`config.mk`:
```
export PLATFORM = sky130hd
export DESIGN_NAME = routerOutput
export DESIGN_NICKNAME = d
export VERILOG_FILES = /design/src/verilog/nocPkg.sv /design/src/verilog/grantTimer.sv /design/src/verilog/inputPort.sv /design/src/verilog/outputStage.sv /design/src/verilog/portArbiter.sv /design/src/verilog/routerOutput.sv
export VERILOG_INCLUDE_DIRS = /design/src /design/src/verilog
export SDC_FILE = /design/constraint.sdc
export NUM_CORES = 1
export LEC_CHECK = 0
export BUFFER_PORTS_ARGS = -buffer_cell sky130_fd_sc_hd__buf_4
export CELL_PAD_IN_SITES_DETAIL_PLACEMENT = 1
export CELL_PAD_IN_SITES_GLOBAL_PLACEMENT = 2
export CORE_MARGIN = 1.5
export CORE_UTILIZATION = 38
export DETAILED_ROUTE_END_ITERATION = 10
export PLACE_DENSITY_LB_ADDON = 0.1
export SYNTH_ARGS = -nofsm -noshare
export SYNTH_HDL_FRONTEND = slang
export SYNTH_SLANG_ARGS = --single-unit
```
`constraint.sdc`:
```
create_clock -name clk -period 9 [get_ports clk]
set_input_delay 1.8 -clock clk [delete_from_list [all_inputs] [get_ports clk]]
set_output_delay 1.8 -clock clk [all_outputs]
set_load 0.01 [all_outputs]
```
`src/verilog/nocCfg.svh`:
```
`ifndef NOC_CFG_SVH
`define NOC_CFG_SVH

// router geometry.
`define NOC_PORTS 5

// flit layout.
`define FLIT_WIDTH 16

// head flit payload holds the grant budget in cycles.
`define LEN_WIDTH 12

`endif

```
`src/verilog/nocPkg.sv`:
```
`include "nocCfg.svh"

package nocPkg;

  typedef logic [`FLIT_WIDTH-1:0] flit_t;   // [15:13] id, [12] spare, [11:0] payload.
  typedef logic [2:0]             flitId_t;
  typedef logic [`LEN_WIDTH-1:0]  pktLen_t;
  typedef logic [`NOC_PORTS-1:0]  portMask_t; // bit 0 is L, then N, E, W, S.
  typedef logic [2:0]             portIdx_t;

  localparam flitId_t FLIT_HEAD = 3'b001;
  localparam flitId_t FLIT_BODY = 3'b010;
  localparam flitId_t FLIT_TAIL = 3'b011;

  // one-hot grant states.
  typedef enum logic [5:0] {
    ARB_IDLE = 6'b000001,
    ARB_L    = 6'b000010,
    ARB_N    = 6'b000100,
    ARB_E    = 6'b001000,
    ARB_W    = 6'b010000,
    ARB_S    = 6'b100000
  } arbState_e;

endpackage

```
`src/verilog/grantTimer.sv`:
```
`timescale 1ns/1ps

module grantTimer
  import nocPkg::*;
(
  input  logic    clk,
  input  logic    rst,
  input  flitId_t flitId,
  input  pktLen_t length,
  input  logic    runTimer,
  output logic    timesUp
);

  pktLen_t budget;
  pktLen_t count;

  always_ff @(posedge clk)
  begin
    if (rst)
    begin
      budget <= '0;
      count  <= '0;
    end
    else
    begin
      if (flitId == FLIT_HEAD)
        budget <= length;        // reload on every head seen.
      if (runTimer)
        count <= count + 1'b1;
      else
        count <= '0;             // restart when the grant is not held.
    end
  end

  assign timesUp = (count == budget);

endmodule

```
`src/verilog/inputPort.sv`:
```
`timescale 1ns/1ps

module inputPort
  import nocPkg::*;
(
  input  logic    clk,
  input  logic    rst,
  input  logic    inReq,
  input  flit_t   inFlit,
  output logic    inAck,
  input  logic    take,
  output logic    hasFlit,
  output logic    busy,
  output flit_t   curFlit,
  output flitId_t curId,
  output pktLen_t curLen
);

  flit_t flitReg;
  logic  inPacket;
  logic  capture;

  // new request, slot empty and previous handshake closed.
  assign capture = inReq && !hasFlit && !inAck;

  always_ff @(posedge clk)
  begin
    if (capture)
      flitReg <= inFlit;
  end

  always_ff @(posedge clk)
  begin
    if (rst)
    begin
      hasFlit  <= 1'b0;
      inAck    <= 1'b0;
      inPacket <= 1'b0;
    end
    else
    begin
      if (take)
      begin
        hasFlit <= 1'b0;
        inAck   <= 1'b1;               // flit is gone, release the sender.
        if (curId == FLIT_HEAD)
          inPacket <= 1'b1;
        else if (curId == FLIT_TAIL)
          inPacket <= 1'b0;
      end
      else if (capture)
        hasFlit <= 1'b1;
      if (inAck && !inReq)
        inAck <= 1'b0;
    end
  end

  assign busy    = hasFlit | inPacket;
  assign curFlit = flitReg;
  assign curId   = hasFlit ? flitReg[15:13] : '0; // id only while a flit is held.
  assign curLen  = flitReg[11:0];

  takeNeedsFlit: assert property (@(posedge clk) disable iff (rst) take |-> hasFlit);

endmodule

```
`src/verilog/outputStage.sv`:
```
`timescale 1ns/1ps

module outputStage
  import nocPkg::*;
(
  input  logic      clk,
  input  logic      rst,
  input  portMask_t grant,
  input  portMask_t hasFlit,
  input  flit_t     flitL,
  input  flit_t     flitN,
  input  flit_t     flitE,
  input  flit_t     flitW,
  input  flit_t     flitS,
  output portMask_t take,
  output logic      outReq,
  input  logic      outAck,
  output flit_t     outFlit,
  output portIdx_t  outSrc
);

  typedef enum logic {OS_IDLE, OS_SEND} osState_e;

  osState_e  state;
  portMask_t sel;
  portIdx_t  selIdx;
  flit_t     selFlit;
  logic      load;

  assign sel  = grant & hasFlit;
  assign load = (state == OS_IDLE) && (|sel);

  always_comb
  begin
    case (sel)
      5'b00010: begin selIdx = 3'd1; selFlit = flitN; end
      5'b00100: begin selIdx = 3'd2; selFlit = flitE; end
      5'b01000: begin selIdx = 3'd3; selFlit = flitW; end
      5'b10000: begin selIdx = 3'd4; selFlit = flitS; end
      default:  begin selIdx = 3'd0; selFlit = flitL; end
    endcase
  end

  always_ff @(posedge clk)
  begin
    if (load)
    begin
      outFlit <= selFlit;
      outSrc  <= selIdx;             // source tag for interleaved packets.
    end
  end

  always_ff @(posedge clk)
  begin
    if (rst)
    begin
      state  <= OS_IDLE;
      outReq <= 1'b0;
      take   <= '0;
    end
    else
    begin
      take <= load ? sel : '0;       // single-cycle pulse.
      case (state)
        OS_IDLE:
          if (load)
          begin
            state  <= OS_SEND;
            outReq <= 1'b1;
          end
        default:
          if (outReq && outAck)
            outReq <= 1'b0;
          else if (!outReq && !outAck)
            state <= OS_IDLE;          // four-phase cycle closed.
      endcase
    end
  end

  outHold: assert property (@(posedge clk) disable iff (rst)
    outReq && !outAck |=> $stable(outFlit) && $stable(outSrc));

endmodule

```
`src/verilog/portArbiter.sv`:
```
`timescale 1ns/1ps
`include "nocCfg.svh"

module portArbiter
  import nocPkg::*;
(
  input  logic      clk,
  input  logic      rst,
  input  portMask_t busy,
  input  flitId_t   curIdL,
  input  flitId_t   curIdN,
  input  flitId_t   curIdE,
  input  flitId_t   curIdW,
  input  flitId_t   curIdS,
  input  pktLen_t   curLenL,
  input  pktLen_t   curLenN,
  input  pktLen_t   curLenE,
  input  pktLen_t   curLenW,
  input  pktLen_t   curLenS,
  output portMask_t grant
);

  arbState_e state;
  arbState_e nextState;
  portMask_t runTimer;
  portMask_t timesUp;
  portMask_t holdPort;
  portIdx_t  curIdx;
  portIdx_t  startIdx;

  // first requesting port at or after start, wrapping around.
  function automatic arbState_e firstBusy(portMask_t req, portIdx_t start);
    int        idx;
    arbState_e pick;
    pick = ARB_IDLE;
    for (int k = `NOC_PORTS - 1; k >= 0; k--)
    begin
      idx = (int'(start) + k) % `NOC_PORTS;
      if (req[idx])
        pick = arbState_e'(6'b000010 << idx); // lowest k wins.
    end
    return pick;
  endfunction

  // ####################################################################
  // per-port grant timers
  // ####################################################################

  grantTimer timerL (.clk(clk), .rst(rst), .flitId(curIdL), .length(curLenL),
                     .runTimer(runTimer[0]), .timesUp(timesUp[0]));
  grantTimer timerN (.clk(clk), .rst(rst), .flitId(curIdN), .length(curLenN),
                     .runTimer(runTimer[1]), .timesUp(timesUp[1]));
  grantTimer timerE (.clk(clk), .rst(rst), .flitId(curIdE), .length(curLenE),
                     .runTimer(runTimer[2]), .timesUp(timesUp[2]));
  grantTimer timerW (.clk(clk), .rst(rst), .flitId(curIdW), .length(curLenW),
                     .runTimer(runTimer[3]), .timesUp(timesUp[3]));
  grantTimer timerS (.clk(clk), .rst(rst), .flitId(curIdS), .length(curLenS),
                     .runTimer(runTimer[4]), .timesUp(timesUp[4]));

  // ####################################################################
  // grant state machine
  // ####################################################################

  assign grant    = state[5:1];
  assign holdPort = grant & busy & ~timesUp;
  assign runTimer = holdPort;           // only the holder counts.

  always_comb
  begin
    case (state)
      ARB_N:   curIdx = 3'd1;
      ARB_E:   curIdx = 3'd2;
      ARB_W:   curIdx = 3'd3;
      ARB_S:   curIdx = 3'd4;
      default: curIdx = 3'd0;
    endcase
  end

  always_comb
  begin
    if (state == ARB_IDLE)
      startIdx = 3'd0;                  // fixed order L, N, E, W, S.
    else if (curIdx == portIdx_t'(`NOC_PORTS - 1))
      startIdx = 3'd0;
    else
      startIdx = curIdx + 3'd1;         // current port comes last.
  end

  always_comb
  begin
    if (|holdPort)
      nextState = state;
    else
      nextState = firstBusy(busy, startIdx);
  end

  always_ff @(posedge clk)
  begin
    if (rst)
      state <= ARB_IDLE;
    else
      state <= nextState;
  end

  stateLegal: assert property (@(posedge clk) disable iff (rst)
    state inside {ARB_IDLE, ARB_L, ARB_N, ARB_E, ARB_W, ARB_S});

  grantOneHot: assert property (@(posedge clk) disable iff (rst)
    $onehot0(grant));

endmodule

```
`src/verilog/routerOutput.sv`:
```
`timescale 1ns/1ps

module routerOutput
  import nocPkg::*;
(
  input  logic      clk,
  input  logic      rst,
  input  portMask_t inReq,
  output portMask_t inAck,
  input  flit_t     inFlitL,
  input  flit_t     inFlitN,
  input  flit_t     inFlitE,
  input  flit_t     inFlitW,
  input  flit_t     inFlitS,
  output logic      outReq,
  input  logic      outAck,
  output flit_t     outFlit,
  output portIdx_t  outSrc
);

  portMask_t hasFlit;
  portMask_t busy;
  portMask_t take;
  portMask_t grant;
  flit_t     flitL, flitN, flitE, flitW, flitS;
  flitId_t   idL, idN, idE, idW, idS;
  pktLen_t   lenL, lenN, lenE, lenW, lenS;

  // ####################################################################
  // input ports
  // ####################################################################

  inputPort portL (.clk(clk), .rst(rst), .inReq(inReq[0]), .inFlit(inFlitL),
                   .inAck(inAck[0]), .take(take[0]), .hasFlit(hasFlit[0]),
                   .busy(busy[0]), .curFlit(flitL), .curId(idL), .curLen(lenL));
  inputPort portN (.clk(clk), .rst(rst), .inReq(inReq[1]), .inFlit(inFlitN),
                   .inAck(inAck[1]), .take(take[1]), .hasFlit(hasFlit[1]),
                   .busy(busy[1]), .curFlit(flitN), .curId(idN), .curLen(lenN));
  inputPort portE (.clk(clk), .rst(rst), .inReq(inReq[2]), .inFlit(inFlitE),
                   .inAck(inAck[2]), .take(take[2]), .hasFlit(hasFlit[2]),
                   .busy(busy[2]), .curFlit(flitE), .curId(idE), .curLen(lenE));
  inputPort portW (.clk(clk), .rst(rst), .inReq(inReq[3]), .inFlit(inFlitW),
                   .inAck(inAck[3]), .take(take[3]), .hasFlit(hasFlit[3]),
                   .busy(busy[3]), .curFlit(flitW), .curId(idW), .curLen(lenW));
  inputPort portS (.clk(clk), .rst(rst), .inReq(inReq[4]), .inFlit(inFlitS),
                   .inAck(inAck[4]), .take(take[4]), .hasFlit(hasFlit[4]),
                   .busy(busy[4]), .curFlit(flitS), .curId(idS), .curLen(lenS));

  // ####################################################################
  // arbitration and output
  // ####################################################################

  portArbiter arbiter (.clk(clk), .rst(rst), .busy(busy),
                       .curIdL(idL), .curIdN(idN), .curIdE(idE), .curIdW(idW),
                       .curIdS(idS), .curLenL(lenL), .curLenN(lenN), .curLenE(lenE),
                       .curLenW(lenW), .curLenS(lenS), .grant(grant));

  outputStage sender (.clk(clk), .rst(rst), .grant(grant), .hasFlit(hasFlit),
                      .flitL(flitL), .flitN(flitN), .flitE(flitE), .flitW(flitW),
                      .flitS(flitS), .take(take), .outReq(outReq), .outAck(outAck),
                      .outFlit(outFlit), .outSrc(outSrc));

endmodule
```
==> results.ini <==
[run_status]
status=finished, final reports clean

[route]
wl_per_cell_microns=21.00
ant_nets=0
drc=0
num_vias=9704
dr.pass1.iters=4
drt-total-wl_microns=37050
drt_iter0_markers=569
viasPerCell=5.501

[floorplanning]
dieArea_sq_um=32740
ios=113
core_area_sq_um=30910
die_h_microns=180.9
start_util_pct=38.92
row_count=64
die_w_microns=180.9

[power]
p_leak_nw=5.374
ir_worst_vdd_mv=0.1455
powerDensity_nw_per_um2=287.0
fin_total_pwr_mw=4.066

[yosys]
synth_cell_type_count=83
synthCells=1253
ys_seq_elements=247
synth_top_area_share_pct=24.71
ys_seq_area_share_pct=49.33
yosys-top-cells-area=edfxtp_1 (25%), dfxtp_1 (25%), xor2_1 (5.8%), nand2_1 (4.9%), nor2_1 (4.5%)
synth_edf_count=99
syn-num-nets=1374
synth_async_sr_flop_share_pct=0
syn_area_sq_um=12030
yosys.area.top_type=edfxtp_1
synth_flop_cell=dfxtp_1
syn_avg_cell_area_sq_um=9.602
yosys_warnings=0

[placement]
place.gp.congestion=0.8620
io_buffers=112
dpl_cell_area_sq_um=13210
dpl.hpwl_microns=27740

[clock_network]
cts_setup_buffers=0
clockRootBuffer=clkbuf_16
h-tree-depth=1
cts_buffers=28
cts_resized=0
clk_pin_slew_ns=0.06
cts_hold_buf=0
cts_max_path_buffers=3
cts_tree=built
clock_latency_ns=0.55
cts_sinks=247

[min_path]
hold_start=arbiter.timerW.budget[10]
hp-class=flop to flop

[grt]
overflow=0
grt_max_degree=71
grt.total_usage_pct=22.56
first_global_vias=9905
grt_pass1_wl_microns=57600
antenna_found_initial=0

[timing]
finalHoldViolations=0
timing.hold.ws_ns=0.4650
fin_crit_ns=7.371
max_freq_ghz=0.1357
setup_tns_ns=0
skew_ns=0.02155
slew_violations=0
max_slew_margin_pct=20.57
worstMarginPinSlew_ns=1.186
finalSetupViolations=0
rsz0062_at_grt=false
fin_crit_sh_pct=81.90

[finish]
mostFrequentLayoutCell=nand2_1
post-route-util_pct=45.84
final_cell_area_sq_um=14170
layout_common_cells=nand2_1 (158), dfxtp_1 (148), nor2_1 (145), buf_4 (123), edfxtp_1 (99)
syn_to_final_growth_pct=17.76
diodes=0
fill_cells=3498
drive_gt1_share_pct=15.42
fin_nets=1467
multi_input_area_sq_um=5678
regArea_sq_um=5936

[setup_path]
critPathLaunchType=flop
crit_slowest_cell=a2111oi_0
cp_max_fo=17
worstPathArrival_ns=7.84
r2r_start=arbiter.state[3]
cp_common_cell=ha_1
worstPathCellList=or4_1, or2_1, inv_2, ha_1, nor4bb_1, a22o_1, nor2_1, buf_4, ha_1, nand2b_1, a22oi_1, xor2_2, ha_1, inv_1, a2111oi_0, a21oi_2, mux2i_1, a22oi_1, nor3_1, or4b_1, a31oi_1
worstPathRequired_ns=9.47
crit_type=flop to flop
worstSetupStartpoint=arbiter.state[3]
worst_setup_path_end_kind=flop
max_stage_delay_ns=0.80

[run]
cap_violations=0

[power breakdown]
part,internal (mW),leakage [nW],switching [mW]
combinational,0.567,2.78,1.01
sequential,1.25,2.13,0.0642
clock,0.714,0.464,0.466
total,2.53,5.37,1.54
[metal layers]
layer / part of all wire [%] / global-route usage, %
met1: 46 / 30.74
met5: 0 / 0
met2: 47 / 37.53
met4: 2.7 / 6.667
met3: 4.0 / 2.842
[critical path: cells and delay by family (launching register included)]
family	cells	cell delay, ns
DFF	1	0.44
xor gates and xnor gates	1	0.33
AOI/OAI and AO/OA	6	1.98
muxes	1	0.34
buffers and inverters	3	0.50
adders and majority gates	3	0.87
and+or+nand+nor	7	2.81
[area by class of cell]
type | count | area share [%]
clock inverter | 14 | 1.333
sequential | 247 | 41.89
timing repair buffer | 123 | 6.517
inverter | 47 | 1.263
tap | 396 | 3.497
multi-input combinational | 899 | 40.07
clock buffer | 38 | 5.422
[per-stage QoR]
stage               setup slack (ns)  std cells
CTS                            1.740       1764
global placement               2.008       1712
floorplan                      2.759       1253
detailed placement             1.779       1712
finish                         1.629       1764
global route                   1.038       1764
[path summary, 6_finish.rpt]
| kind | end | cells after the start | slack (ns) |
|---|---|---|---|
| worst min register to register | arbiter.timerW.budget[10] | 2 | 0.47 |
| worst max-delay path | arbiter.state[4] | 21 | 1.63 |
| worst max register to register | arbiter.state[4] | 21 | 1.63 |
| worst min-delay path | arbiter.timerW.budget[10] | 2 | 0.47 |
[registers in the layout, summed over array words and instances (netlist names), 3 cells and up]
name                   flops
portE.curFlit             16
portL.curFlit             16
portN.curFlit             16
portS.curFlit             16
portW.curFlit             16
sender.outFlit            16
arbiter.timerE.budget     12
arbiter.timerE.count      12
arbiter.timerL.budget     12
arbiter.timerL.count      12
arbiter.timerN.budget     12
arbiter.timerN.count      12
arbiter.timerS.budget     12
arbiter.timerS.count      12
arbiter.timerW.budget     12
arbiter.timerW.count      12
arbiter.state              6
sender.take                5
sender.outSrc              3
[cell usage after synthesis (8+ instances only)]
cell type    n
xor2_1      79
clkbuf_1    40
or2_2       13
nand3_1     38
a31oi_1     27
mux2i_1      8
nor2_1     145
nor4_1      19
and3_1      28
a21oi_1     83
nand3b_1    10
a22oi_1     35
nor3_1      23
ha_1        32
edfxtp_1    99
inv_1       43
o21ai_0     18
xnor2_1     37
nand2_1    158
nand4_1     12
dfxtp_1    148
buf_2        9
[cells by family after synthesis]
kind of cell             synth area share [%]
AND/OR/NAND/NOR                         19.54
flip-flops                              49.33
AO/OA/AOI/OAI                           13.85
XOR/XNOR                                8.579
buffers and inverters                   3.733
adder cells (fa/ha/maj)                 3.494
multiplexers                            1.466
Note: power is estimated with default switching activity, not from simulation.
